==> config.mk <==
export PLATFORM = sky130hd
export DESIGN_NAME = cache_top
export DESIGN_NICKNAME = d
export VERILOG_FILES = /design/src/cache_pkg.sv /design/src/cache_top.sv /design/src/cache_dpath.sv /design/src/cache_line_state.sv /design/src/cache_ctrl.sv
export SDC_FILE = /design/constraint.sdc
export NUM_CORES = 2
export LEC_CHECK = 0
export ABC_AREA = 0
export BUFFER_PORTS_ARGS = -buffer_cell sky130_fd_sc_hd__buf_2
export CAP_MARGIN = 20
export CORE_MARGIN = 2
export CORE_UTILIZATION = 45
export DETAILED_ROUTE_END_ITERATION = 8
export SETUP_SLACK_MARGIN = 0.4
export SLEW_MARGIN = 20
export SYNTH_ARGS = -nofsm -noshare
export SYNTH_HDL_FRONTEND = slang
export SYNTH_SLANG_ARGS = --single-unit
==> constraint.sdc <==
create_clock -name clk -period 6.7 [get_ports clk]
set_input_delay 1.34 -clock clk [delete_from_list [all_inputs] [get_ports clk]]
set_output_delay 1.34 -clock clk [all_outputs]
set_load 0.01 [all_outputs]
==> src/cache_pkg.sv <==
/*
 * cache package
 * message widths, request type codes and the atomic operation encoding
 */
package cache_pkg;

  // ----------------------------------------------------------------------------
  // widths
  // ----------------------------------------------------------------------------

  localparam int addr_nbits     = 32;
  localparam int data_nbits     = 32;
  localparam int line_nbits     = 128;
  localparam int opaque_nbits   = 8;
  localparam int words_per_line = line_nbits / data_nbits;

  // ----------------------------------------------------------------------------
  // message types
  // ----------------------------------------------------------------------------

  // processor requests use all six, memory messages only read and write
  typedef enum logic [2:0] {
    type_read       = 3'd0,
    type_write      = 3'd1,
    type_write_init = 3'd2,
    type_amo_add    = 3'd3,
    type_amo_and    = 3'd4,
    type_amo_or     = 3'd5
  } req_type_t;

  // atomic selector, decoded from the request type by the FSM
  typedef enum logic [1:0] {
    amo_none = 2'd0,
    amo_add  = 2'd1,
    amo_and  = 2'd2,
    amo_or   = 2'd3
  } amo_op_t;

endpackage
==> src/cache_top.sv <==
/*
 * blocking write-back cache
 * joins the control FSM, line state bits and datapath
 */
module cache_top #(
  parameter int cache_size = 256
) (
  input  logic                               clk,
  input  logic                               reset,

  // processor request
  input  logic                               cachereq_val,
  output logic                               cachereq_rdy,
  input  cache_pkg::req_type_t               cachereq_type,
  input  logic [cache_pkg::opaque_nbits-1:0] cachereq_opaque,
  input  logic [cache_pkg::addr_nbits-1:0]   cachereq_addr,
  input  logic [cache_pkg::data_nbits-1:0]   cachereq_data,

  // processor response
  output logic                               cacheresp_val,
  input  logic                               cacheresp_rdy,
  output cache_pkg::req_type_t               cacheresp_type,
  output logic [cache_pkg::opaque_nbits-1:0] cacheresp_opaque,
  output logic [cache_pkg::data_nbits-1:0]   cacheresp_data,

  // memory request, one line
  output logic                               memreq_val,
  input  logic                               memreq_rdy,
  output cache_pkg::req_type_t               memreq_type,
  output logic [cache_pkg::addr_nbits-1:0]   memreq_addr,
  output logic [cache_pkg::line_nbits-1:0]   memreq_data,

  // memory response, one line
  // its type only tells a read from a write ack, which the FSM already knows
  input  logic                               memresp_val,
  output logic                               memresp_rdy,
  input  cache_pkg::req_type_t               memresp_type,
  input  logic [cache_pkg::line_nbits-1:0]   memresp_data
);

  localparam int idx_nbits = $clog2(cache_size / 16);

  logic                 cachereq_en;
  logic                 memresp_en;
  logic                 is_refill;
  logic                 tag_array_wen;
  logic                 tag_array_ren;
  logic                 data_array_wen;
  logic                 data_array_ren;
  logic                 read_data_reg_en;
  logic                 read_tag_reg_en;
  cache_pkg::amo_op_t   amo_op;
  cache_pkg::req_type_t req_type;
  logic [idx_nbits-1:0] idx;
  logic                 tag_match;
  logic                 is_valid;
  logic                 is_dirty;
  logic                 valid_wen;
  logic                 valid_in;
  logic                 dirty_wen;
  logic                 dirty_in;

  cache_ctrl #(.cache_size(cache_size)) ctrl_i (.*);

  cache_line_state #(.cache_size(cache_size)) line_state_i (.*);

  cache_dpath #(.cache_size(cache_size)) dpath_i (.*);

endmodule

==> src/cache_dpath.sv <==
/*
 * cache datapath
 * request registers, tag and data arrays, atomic unit and message muxes
 */
module cache_dpath #(
  parameter  int cache_size = 256,
  localparam int nblocks    = cache_size / 16,
  localparam int idx_nbits  = $clog2(nblocks)
) (
  input  logic                                 clk,
  input  logic                                 reset,

  // message payloads
  input  cache_pkg::req_type_t                 cachereq_type,
  input  logic [cache_pkg::opaque_nbits-1:0]   cachereq_opaque,
  input  logic [cache_pkg::addr_nbits-1:0]     cachereq_addr,
  input  logic [cache_pkg::data_nbits-1:0]     cachereq_data,
  output cache_pkg::req_type_t                 cacheresp_type,
  output logic [cache_pkg::opaque_nbits-1:0]   cacheresp_opaque,
  output logic [cache_pkg::data_nbits-1:0]     cacheresp_data,
  output logic [cache_pkg::addr_nbits-1:0]     memreq_addr,
  output logic [cache_pkg::line_nbits-1:0]     memreq_data,
  input  logic [cache_pkg::line_nbits-1:0]     memresp_data,

  // control from the FSM
  input  logic                                 cachereq_en,
  input  logic                                 memresp_en,
  input  logic                                 is_refill,
  input  logic                                 tag_array_wen,
  input  logic                                 tag_array_ren,
  input  logic                                 data_array_wen,
  input  logic                                 data_array_ren,
  input  logic                                 read_data_reg_en,
  input  logic                                 read_tag_reg_en,
  input  cache_pkg::amo_op_t                   amo_op,
  input  cache_pkg::req_type_t                 memreq_type,

  // status to the FSM
  output cache_pkg::req_type_t                 req_type,
  output logic [idx_nbits-1:0]                 idx,
  output logic                                 tag_match
);

  localparam int dw         = cache_pkg::data_nbits;
  localparam int lw         = cache_pkg::line_nbits;
  localparam int nbytes     = lw / 8;
  localparam int tag_nbits  = cache_pkg::addr_nbits - 4 - idx_nbits;

  // ----------------------------------------------------------------------------
  // request registers
  // ----------------------------------------------------------------------------

  logic [cache_pkg::opaque_nbits-1:0] opaque_reg;
  logic [cache_pkg::addr_nbits-1:0]   addr_reg;
  logic [dw-1:0]                      data_reg;
  logic [lw-1:0]                      memresp_reg;

  // request type, decoded by the FSM
  always_ff @(posedge clk) begin
    if (reset) begin
      req_type <= cache_pkg::type_read;
    end else if (cachereq_en) begin
      req_type <= cachereq_type;
    end
  end

  always_ff @(posedge clk) begin
    if (cachereq_en) begin
      opaque_reg <= cachereq_opaque;
      addr_reg   <= cachereq_addr;
      data_reg   <= cachereq_data;
    end
    if (memresp_en) memresp_reg <= memresp_data;
  end

  // address fields: tag | index | word offset | byte offset
  logic [tag_nbits-1:0] req_tag;
  logic [1:0]           offset;

  assign req_tag = addr_reg[cache_pkg::addr_nbits-1 -: tag_nbits];
  assign idx     = addr_reg[4 +: idx_nbits];
  assign offset  = addr_reg[3:2];

  // ----------------------------------------------------------------------------
  // tag and data arrays
  // ----------------------------------------------------------------------------

  logic [tag_nbits-1:0] tag_array [nblocks];
  logic [lw-1:0]        data_array [nblocks];
  logic [tag_nbits-1:0] tag_rd;
  logic [lw-1:0]        line_rd;

  // read ports drive zero when not enabled
  assign tag_rd    = tag_array_ren ? tag_array[idx] : '0;
  assign line_rd   = data_array_ren ? data_array[idx] : '0;
  assign tag_match = tag_array_ren && (tag_rd == req_tag);

  logic [nbytes-1:0] wben;
  logic [dw-1:0]     write_word;
  logic [lw-1:0]     write_line;

  // a refill fills the whole line, otherwise only the addressed word
  always_comb begin
    wben = '0;
    if (is_refill) begin
      wben = '1;
    end else begin
      wben[offset*4 +: 4] = 4'hf;
    end
  end

  assign write_line = is_refill ? memresp_reg : {cache_pkg::words_per_line{write_word}};

  always_ff @(posedge clk) begin
    if (tag_array_wen) tag_array[idx] <= req_tag;
    if (data_array_wen) begin
      for (int b = 0; b < nbytes; b++) begin
        if (wben[b]) data_array[idx][b*8 +: 8] <= write_line[b*8 +: 8];
      end
    end
  end

  // ----------------------------------------------------------------------------
  // read registers and atomic unit
  // ----------------------------------------------------------------------------

  logic [lw-1:0]        read_line_reg;
  logic [tag_nbits-1:0] victim_tag_reg;
  logic [dw-1:0]        old_word;

  // one register serves the read word, the atomic operand and the victim line
  always_ff @(posedge clk) begin
    if (read_data_reg_en) read_line_reg <= line_rd;
    if (read_tag_reg_en) victim_tag_reg <= tag_rd;
  end

  assign old_word = read_line_reg[offset*dw +: dw];

  // plain writes pass the request word straight through
  always_comb begin
    case (amo_op)
      cache_pkg::amo_add: write_word = old_word + data_reg;
      cache_pkg::amo_and: write_word = old_word & data_reg;
      cache_pkg::amo_or:  write_word = old_word | data_reg;
      default:            write_word = data_reg;
    endcase
  end

  // ----------------------------------------------------------------------------
  // message muxes
  // ----------------------------------------------------------------------------

  // line-aligned, victim tag for evictions and request tag for refills
  assign memreq_addr = (memreq_type == cache_pkg::type_write) ?
                       {victim_tag_reg, idx, 4'b0} : {req_tag, idx, 4'b0};
  assign memreq_data = read_line_reg;

  assign cacheresp_type   = req_type;
  assign cacheresp_opaque = opaque_reg;
  // writes answer with zero, reads and atomics with the stored old word
  assign cacheresp_data   = (req_type == cache_pkg::type_write ||
                             req_type == cache_pkg::type_write_init) ? '0 : old_word;

endmodule

==> src/cache_line_state.sv <==
/*
 * cache line state
 * one valid and one dirty bit per block, read at the current index
 */
module cache_line_state #(
  parameter  int cache_size = 256,
  localparam int nblocks    = cache_size / 16,
  localparam int idx_nbits  = $clog2(nblocks)
) (
  input  logic                 clk,
  input  logic                 reset,
  input  logic [idx_nbits-1:0] idx,
  input  logic                 valid_wen,
  input  logic                 valid_in,
  input  logic                 dirty_wen,
  input  logic                 dirty_in,
  output logic                 is_valid,
  output logic                 is_dirty
);

  logic [nblocks-1:0] valid_bits;
  logic [nblocks-1:0] dirty_bits;

  // every block starts empty and clean
  always_ff @(posedge clk) begin
    if (reset) begin
      valid_bits <= '0;
      dirty_bits <= '0;
    end else begin
      if (valid_wen) valid_bits[idx] <= valid_in;
      if (dirty_wen) dirty_bits[idx] <= dirty_in;
    end
  end

  // combinational read so tag check decides in the same cycle
  assign is_valid = valid_bits[idx];
  assign is_dirty = dirty_bits[idx];

endmodule

==> src/cache_ctrl.sv <==
/*
 * blocking cache control FSM
 * sequences tag check, data access, refill, eviction and atomics
 */
module cache_ctrl #(
  parameter int cache_size = 256
) (
  input  logic                 clk,
  input  logic                 reset,

  // message handshakes
  input  logic                 cachereq_val,
  output logic                 cachereq_rdy,
  output logic                 cacheresp_val,
  input  logic                 cacheresp_rdy,
  output logic                 memreq_val,
  input  logic                 memreq_rdy,
  input  logic                 memresp_val,
  output logic                 memresp_rdy,

  // datapath control
  output logic                 cachereq_en,
  output logic                 memresp_en,
  output logic                 is_refill,
  output logic                 tag_array_wen,
  output logic                 tag_array_ren,
  output logic                 data_array_wen,
  output logic                 data_array_ren,
  output logic                 read_data_reg_en,
  output logic                 read_tag_reg_en,
  output cache_pkg::amo_op_t   amo_op,
  output cache_pkg::req_type_t memreq_type,

  // datapath status
  input  cache_pkg::req_type_t req_type,
  input  logic                 tag_match,

  // line state
  input  logic                 is_valid,
  input  logic                 is_dirty,
  output logic                 valid_wen,
  output logic                 valid_in,
  output logic                 dirty_wen,
  output logic                 dirty_in
);

  // ----------------------------------------------------------------------------
  // state encoding
  // ----------------------------------------------------------------------------

  localparam logic [3:0] st_idle          = 4'd0;
  localparam logic [3:0] st_tag_check     = 4'd1;
  localparam logic [3:0] st_read_access   = 4'd2;
  localparam logic [3:0] st_write_access  = 4'd3;
  localparam logic [3:0] st_resp          = 4'd4;
  localparam logic [3:0] st_refill_req    = 4'd5;
  localparam logic [3:0] st_refill_wait   = 4'd6;
  localparam logic [3:0] st_refill_update = 4'd7;
  localparam logic [3:0] st_evict_prepare = 4'd8;
  localparam logic [3:0] st_evict_req     = 4'd9;
  localparam logic [3:0] st_evict_wait    = 4'd10;
  localparam logic [3:0] st_amo_read      = 4'd11;
  localparam logic [3:0] st_amo_write     = 4'd12;
  localparam logic [3:0] st_init_access   = 4'd13;

  logic [3:0] state_reg;
  logic [3:0] state_next;

  always_ff @(posedge clk) begin
    if (reset) begin
      state_reg <= st_idle;
    end else begin
      state_reg <= state_next;
    end
  end

  // ----------------------------------------------------------------------------
  // request decode
  // ----------------------------------------------------------------------------

  logic in_go;
  logic out_go;
  logic hit;
  logic is_read;
  logic is_write;
  logic is_init;
  logic is_amo;

  assign in_go    = cachereq_val && cachereq_rdy;
  assign out_go   = cacheresp_val && cacheresp_rdy;
  // dirty implies valid, so a dirty miss always has a victim to write back
  assign hit      = is_valid && tag_match;
  assign is_read  = req_type == cache_pkg::type_read;
  assign is_write = req_type == cache_pkg::type_write;
  assign is_init  = req_type == cache_pkg::type_write_init;
  assign is_amo   = amo_op != cache_pkg::amo_none;

  always_comb begin
    case (req_type)
      cache_pkg::type_amo_add: amo_op = cache_pkg::amo_add;
      cache_pkg::type_amo_and: amo_op = cache_pkg::amo_and;
      cache_pkg::type_amo_or:  amo_op = cache_pkg::amo_or;
      default:                 amo_op = cache_pkg::amo_none;
    endcase
  end

  // ----------------------------------------------------------------------------
  // next state
  // ----------------------------------------------------------------------------

  always_comb begin
    state_next = state_reg;
    case (state_reg)
      st_idle:
        if (in_go) state_next = st_tag_check;
      st_tag_check:
        // write-init takes the block whatever it held
        if (is_init) state_next = st_init_access;
        else if (hit && is_read) state_next = st_read_access;
        else if (hit && is_write) state_next = st_write_access;
        else if (hit && is_amo) state_next = st_amo_read;
        else if (is_dirty) state_next = st_evict_prepare;
        else state_next = st_refill_req;
      st_read_access, st_write_access, st_init_access, st_amo_write:
        state_next = st_resp;
      st_amo_read:
        state_next = st_amo_write;
      st_refill_req:
        if (memreq_rdy) state_next = st_refill_wait;
      st_refill_wait:
        if (memresp_val) state_next = st_refill_update;
      st_refill_update:
        // replay the access now that the line is present
        if (is_read) state_next = st_read_access;
        else if (is_write) state_next = st_write_access;
        else state_next = st_amo_read;
      st_evict_prepare:
        state_next = st_evict_req;
      st_evict_req:
        if (memreq_rdy) state_next = st_evict_wait;
      st_evict_wait:
        // write ack received, go fetch the new line
        if (memresp_val) state_next = st_refill_req;
      st_resp:
        if (out_go) state_next = st_idle;
      default:
        state_next = st_idle;
    endcase
  end

  // ----------------------------------------------------------------------------
  // control table
  // ----------------------------------------------------------------------------

  logic [17:0] cs;
  logic        mem_write;

  // columns, left to right
  //   a cachereq_rdy      b cacheresp_val     c memreq_val       d memresp_rdy
  //   e cachereq_en       f memresp_en        g is_refill        h tag_array_wen
  //   i tag_array_ren     j data_array_wen    k data_array_ren   l read_data_reg_en
  //   m read_tag_reg_en   n mem_write         o valid_wen        p valid_in
  //   q dirty_wen         r dirty_in
  always_comb begin
    case (state_reg)
      //                          a b c d e f g h i j k l m n o p q r
      st_idle:          cs = 18'b1_0_0_0_1_0_0_0_0_0_0_0_0_0_0_0_0_0;
      st_tag_check:     cs = 18'b0_0_0_0_0_0_0_0_1_0_0_0_0_0_0_0_0_0;
      st_read_access:   cs = 18'b0_0_0_0_0_0_0_0_0_0_1_1_0_0_0_0_0_0;
      st_write_access:  cs = 18'b0_0_0_0_0_0_0_1_0_1_0_0_0_0_1_1_1_1;
      st_init_access:   cs = 18'b0_0_0_0_0_0_0_1_0_1_0_0_0_0_1_1_1_0;
      st_amo_read:      cs = 18'b0_0_0_0_0_0_0_0_0_0_1_1_0_0_0_0_0_0;
      st_amo_write:     cs = 18'b0_0_0_0_0_0_0_1_0_1_0_0_0_0_1_1_1_1;
      st_refill_req:    cs = 18'b0_0_1_0_0_0_0_0_0_0_0_0_0_0_0_0_0_0;
      st_refill_wait:   cs = 18'b0_0_0_1_0_1_0_0_0_0_0_0_0_0_0_0_0_0;
      st_refill_update: cs = 18'b0_0_0_0_0_0_1_1_0_1_0_0_0_0_1_1_1_0;
      st_evict_prepare: cs = 18'b0_0_0_0_0_0_0_0_1_0_1_1_1_0_0_0_0_0;
      st_evict_req:     cs = 18'b0_0_1_0_0_0_0_0_0_0_0_0_0_1_0_0_0_0;
      st_evict_wait:    cs = 18'b0_0_0_1_0_0_0_0_0_0_0_0_0_1_0_0_0_0;
      st_resp:          cs = 18'b0_1_0_0_0_0_0_0_0_0_0_0_0_0_0_0_0_0;
      default:          cs = 18'b0_0_0_0_0_0_0_0_0_0_0_0_0_0_0_0_0_0;
    endcase
  end

  assign {cachereq_rdy, cacheresp_val, memreq_val, memresp_rdy,
          cachereq_en, memresp_en, is_refill, tag_array_wen,
          tag_array_ren, data_array_wen, data_array_ren, read_data_reg_en,
          read_tag_reg_en, mem_write, valid_wen, valid_in,
          dirty_wen, dirty_in} = cs;

  // evictions write the victim line, refills read the requested one
  assign memreq_type = mem_write ? cache_pkg::type_write : cache_pkg::type_read;

endmodule

# Word level (Yosys, flattened, before mapping)
# Memory sizes are Yosys's and may differ from the RTL's. A register that Yosys moved wholly into a read port is not among the register bits.
# Index checks and enable logic that the tools add are counted.
dict set report word_totals {
  mem_bits_ro 288
  memories 3
  word_cells 149
  ff_bits 263
  inputBits 212
  mem_bits_rw 2432
  out_inout_bits 210
}
dict set report classes {
  n_reduce_logical 15
  bitwise 3
  n_shift 3
  muxes 83
  add_sub_neg 2
  magnitude_cmp 2
  n_eq_ne 29
}
# memory words width read_ports rd_ports_with_merged_regs wr line_no
set memory_table {}
lappend memory_table {dpath_i.data_array 16 128 1 1 1 cache_dpath.sv:89} ;# logic [lw-1:0] data_array [nblocks];
lappend memory_table {dpath_i.tag_array 16 24 1 1 1 cache_dpath.sv:88} ;# logic [tag_nbits-1:0] tag_array [nblocks];
lappend memory_table {{(name not given)} 16 18 1 1 0 cache_ctrl.sv:165} ;# case (state_reg)
# operator n
set op_table {}
lappend op_table {{two-way mux 128 bit} 1}
lappend op_table {{variable part select 128 x 8 -> 32 bit} 1}
lappend op_table {{case mux 32 bit (3 select lines)} 1}
lappend op_table {{two-way mux 32 bit} 2}
lappend op_table {{two-way mux 4 bit} 16}
lappend op_table {{two-way mux 1 bit} 54}
lappend op_table {{case mux 4 bit (11 select lines)} 1}
lappend op_table {{negation 4 -> 34 bit} 1}
lappend op_table {{variable shift 4 x 34 -> 16 bit, first input constant} 1}
lappend op_table {{variable part select 4 x 34 -> 16 bit, first input constant} 1}
lappend op_table {{adder 32 bit} 1}
lappend op_table {{bitwise AND 32 bit} 1}
lappend op_table {{bitwise mux 16 bit} 2}
lappend op_table {{OR 32 bit} 1}
lappend op_table {{== test 24 bit} 1}
lappend op_table {{== test 4 bit, second input constant} 6}
lappend op_table {{two-way mux 24 bit} 1}
lappend op_table {{bitwise AND 16 bit} 1}
lappend op_table {{== test 4 x 3 -> 1 bit, second input constant} 4}
lappend op_table {{two-way mux 16 bit} 1}
lappend op_table {{binary-select mux 1 bit (select 4 bit)} 2}
lappend op_table {{== test 4 x 2 -> 1 bit, second input constant} 2}
lappend op_table {{logical AND 1 bit} 8}
lappend op_table {{!= test 2 bit, second input constant} 4}
lappend op_table {{other kinds (19)} 23}

# Longest topological paths before layout
dict set report logic_depth {
  ltp_word 12
  mapped_depth 19
  mapped_depth_nobuf 14
}

# Cells and area by module
# From an unflattened synthesis, not the netlist that was laid out.
dict set report unflattened {
  hier_cells 5423
  hier_area_um2 112427.8
}
# mod n_inst area_per_inst_um2 seq_area_each_um2 cells_each
set by_module_without_submodules {}
lappend by_module_without_submodules {cache_dpath 1 109821.6 83680.3 5124}
lappend by_module_without_submodules {cache_line_state 1 1632.8 640.6 182}
lappend by_module_without_submodules {cache_ctrl 1 973.4 320.3 117}

# Worst setup path before layout
# OpenSTA, ideal clock, no wires.
dict set report synth_path {
  path_type {reg-to-reg}
  startpoint {register dpath_i.addr_reg[2] in the netlist's numbering}
  endpoint {memory dpath_i.data_array[0][126] in the netlist's numbering, data pin}
  path_buffers 2
  required_time_ns 6.370
  slack_ns 1.733
  t_arrival_ns 4.637
  period_less_slack_ns 4.967
  stages_incl_launch_ff 16
  setup_time_ns 0.330
  path_cell_list {edfxtp_1 > clkbuf_1 > buf_1 > mux4_2 > inv_1 > ha_1 > and3_1 > a221o_1 > a211oi_1 > o21a_1 > o21ai_0 > o211ai_1 > a21oi_1 > o31a_1 > o21a_1 > o21ai_0}
}
dict set report synth_via {
  elab_chain_len 4
  elab_cells_between_ends 6
  classes_between {add/sub (1); shift (1); mux (2); bitwise (2)}
}
# item line_no
set synth_rtl {}
lappend synth_rtl {{from (decl)} cache_dpath.sv:54} ;# logic [cache_pkg::addr_nbits-1:0] addr_reg;
lappend synth_rtl {{from (signal assigned)} cache_dpath.sv:70} ;# addr_reg <= cachereq_addr;
lappend synth_rtl {{variable part select 128 x 8 -> 32 bit *} cache_dpath.sv:137} ;# assign old_word = read_line_reg[offset*dw +: dw];
lappend synth_rtl {{adder 32 bit (tied with other cells)} cache_dpath.sv:142} ;# cache_pkg::amo_add: write_word = old_word + data_reg;
lappend synth_rtl {{case mux 32 bit (3 select lines) *} cache_dpath.sv:141} ;# case (amo_op)
lappend synth_rtl {{two-way mux 128 bit *} cache_dpath.sv:112} ;# assign write_line = is_refill ? memresp_reg : {cache_pkg::words_per_line{write_word}};
lappend synth_rtl {{net dpath_i.write_line[126]} cache_dpath.sv:100} ;# logic [lw-1:0] write_line;
lappend synth_rtl {{to (decl)} cache_dpath.sv:89}
# The timed path passes the listed nets; every way through them passes the cells marked *.

# Worst setup path after layout
dict set report layout_path {
  startpoint {register dpath_i.addr_reg[3] in the netlist's numbering}
  endpoint {memory dpath_i.data_array[9][119] in the netlist's numbering, data pin}
}
# Same word-level chain as after synthesis.

==> flow_summary.json <==
{
  "status": "finished clean",
  "crit_chain": "buf_4 > mux4_2 > inv_1 > ha_1 > a211oi_1 > o211ai_1 > a41oi_1 > o31ai_1 > buf_4 > a31oi_1 > nor2b_1 > o21a_1 > or3_1 > a21boi_1 > nor2_1",
  "hold_class": "reg -> reg",
  "wl_per_cell_um": 34.9,
  "ys_top_cells_by_area": "edfxtp_1 75%, mux4_2 14%, mux2i_1 1.6%, dfxtp_1 0.99%, nand2_1 0.84%",
  "critPathKind": "reg -> reg",
  "cts_hold_buf": 0,
  "fin_crit_sh_pct": 89.4,
  "finalMaxSlewViolations": 0,
  "clock_latency_ns": 0.97,
  "num_io_pins": 422,
  "reg_top3": "dpath_i.data_array: 2048 flops, dpath_i.tag_array: 384 flops",
  "cp_common_cell": "buf_4",
  "maxCapViolCount": 0,
  "worst_setup_path_end_kind": "flop",
  "crit_fanout": 26,
  "synth_top_area_cell": "edfxtp_1",
  "die_h_um": 502,
  "first_global_vias": 55600,
  "gp_congestion": 0.898,
  "vias": 57300,
  "critPathRequiredTime_ns": 7.24,
  "fmax_ghz": 0.167,
  "n_fill_cell": 19400,
  "swShare_pct": 28.9,
  "cts_sinks": 2837,
  "start_util_pct": 45.3,
  "hpwl_mm": 207,
  "first_iter_violations": 6845,
  "cp_slowest_cell": "a21boi_1",
  "yosysTopAreaCellShare_pct": 75.0,
  "cts_max_level": 5,
  "grt_setup_unrepaired": "no",
  "hold_viol_final": 0,
  "p_int_mw": 35.2,
  "port_buffers": 410,
  "drcViolationCount": 0,
  "cts_resized": 0,
  "dieWidth_um": 502,
  "r2r_start": "dpath_i.addr_reg[3]",
  "antenna_found_initial": 31,
  "synth_area_mm2": 0.111,
  "fin_skew_ns": 0.0916,
  "fin_util_pct": 52.0,
  "power.leakage_nw": 42.4,
  "ant_nets": 0,
  "p_seq_share_pct": 45.6,
  "finalSetupTns_ns": 0,
  "cp-startpoint": "dpath_i.addr_reg[3]",
  "dr.pass1.iters": 5,
  "synth_cell_type_count": 78,
  "ys_seq_area_share_pct": 75.9,
  "synth_edf_count": 2782,
  "top_register": "dpath_i.data_array",
  "combPwrFrac_pct": 21.9,
  "maxSlewHeadroom_pct": 19.1,
  "rows": 182,
  "yosys_warnings": 0,
  "async_reset_ff_share_pct": 0,
  "dieArea_mm2": 0.252,
  "synthesis.instances": 5376,
  "final_nets": 6279,
  "slowest_delay_ns": 0.77,
  "grtUsageTotal_pct": 26.3,
  "arrival_ns": 6.53,
  "setup_viol": 0,
  "final_layout_size_suffix_gt1_share_pct": 30.1,
  "postCtsSetupRepairBufs": 0,
  "grt_overflow_total": 0,
  "clkPwrFrac_pct": 32.5,
  "clkTransAtPathRegs_ns": 0.06,
  "wirelength_mm": 333,
  "clockBufferDepth": 4,
  "root_buffer": "clkbuf_16",
  "power.density_mw_per_mm2": 386,
  "synth.ff_latch_count": 2837,
  "total_power_mw": 49.5,
  "worstMarginPinSlew_ns": 1.21,
  "vdd_drop_max_v": 0.000322,
  "cts_buffers": 311,
  "worstHoldStart": "line_state_i.valid_bits[15]",
  "largest_reg_flops": 2048,
  "startpoint_type": "flop",
  "ys.flop_type": "edfxtp_1",
  "grt_first_pass_wirelength_mm": 453,
  "grt_max_degree": 169,
  "cts_tree": "yes",
  "core-area_mm2": 0.246,
  "synth_area_per_cell_um2": 20.7,
  "viasPerCell": 6.01,
  "period_minus_slack_ns": 5.99,
  "syn2layout_area_growth_pct": 14.9,
  "final_area_mm2": 0.128,
  "placed_area_mm2": 0.119,
  "p_switching_mw": 14.3
}
-- final cells by class --
cell class,instances,area (um^2),share of cell area [%]
antenna,28,70.1,0.0547
clock buffer,379,8160,6.37
clock inverter,136,1200,0.937
inverter,150,563,0.440
multi-input combinational,2114,25700,20.1
sequential,2837,84700,66.1
tap,3312,4140,3.24
timing repair buffer,584,3540,2.76
-- cells by family (layout without fill, tap and decap cells) --
family                     after synthesis  count (layout)  share of synthesized area [%]
other                                    1              34                        0.00336
xor gates and xnor gates                33              33                          0.259
buffers and inverters                  430            1249                           1.64
muxes                                  913             913                           16.1
adders and majority gates               69              69                          0.781
AOI/OAI and AO/OA                      406             406                           2.34
and+or+nand+nor                        687             687                           2.89
DFF                                   2837            2837                           75.9
-- stage by stage --
stage	hold WS, ns	setup WS (ns)	std cells
after floorplan	0.422	1.73	5381
after global placement	0.429	0.546	8991
after detailed placement	0.436	0.882	8995
after CTS	0.446	0.838	9510
after global routing	0.464	0.530	9516
final	0.446	0.711	9540
-- path summary, 6_finish.rpt --
kind                            endpoint  slack (ns)  depth (start not counted)
max reg2reg   dpath_i.data_array[9][119]        0.71                         15
min reg2reg  line_state_i.valid_bits[15]        0.45                          2
min          line_state_i.valid_bits[15]        0.45                          2
max           dpath_i.data_array[9][119]        0.71                         15
-- cells in the mapped netlist (all sizes together), types with 10 or more instances --
library cell  count
nand2           250
mux2i           178
and3             20
clkbuf          155
o21ai            49
a211oi           17
and2            134
dfxtp            55
nor2b            10
xnor2            26
a21oi           156
a21o             34
a22oi            51
ha               68
mux2             31
inv             149
nand3            37
mux4            704
o211ai           16
edfxtp         2782
nor2            178
buf             125
-- cells in the final DEF, fill, tap and decap left out, types with 68 or more instances in the layout --
cell type	count
a21oi_1	137
mux4_2	703
mux2i_1	178
and2_1	134
clkbuf_16	315
buf_4	159
buf_2	410
inv_1	141
nor2_1	107
nand2_1	250
edfxtp_1	2782
ha_1	68
-- power groups by stage --
stage | combinational [mW] | clock [mW] | sequential (mW)
final | 10.8 | 16.1 | 22.6
after floorplan | 6.86 | 0 | 22.6
after global placement | 10.5 | 0 | 22.9
after global routing | 11.5 | 17.0 | 22.6
after detailed placement | 10.8 | 0 | 23.0
after CTS | 10.8 | 16.3 | 22.6
-- critical path: cells and delay by family (launching register included) --
kind / cells / cell delay [ns]
compound gates: 7 / 2.49
fa+ha+maj: 1 / 0.31
buf+inv: 3 / 0.79
flops: 1 / 0.68
mux: 1 / 0.40
simple gates: 3 / 0.89
-- routing by layer --
layer / wire, um / part of all wire (%) / track usage, %
met5: 109 / 0.033 / 0
met4: 24800 / 7.5 / 17.0
met3: 25100 / 7.5 / 4.42
met2: 160000 / 48 / 41.7
met1: 122000 / 37 / 33.8
Power figures use the tool's default switching activity.
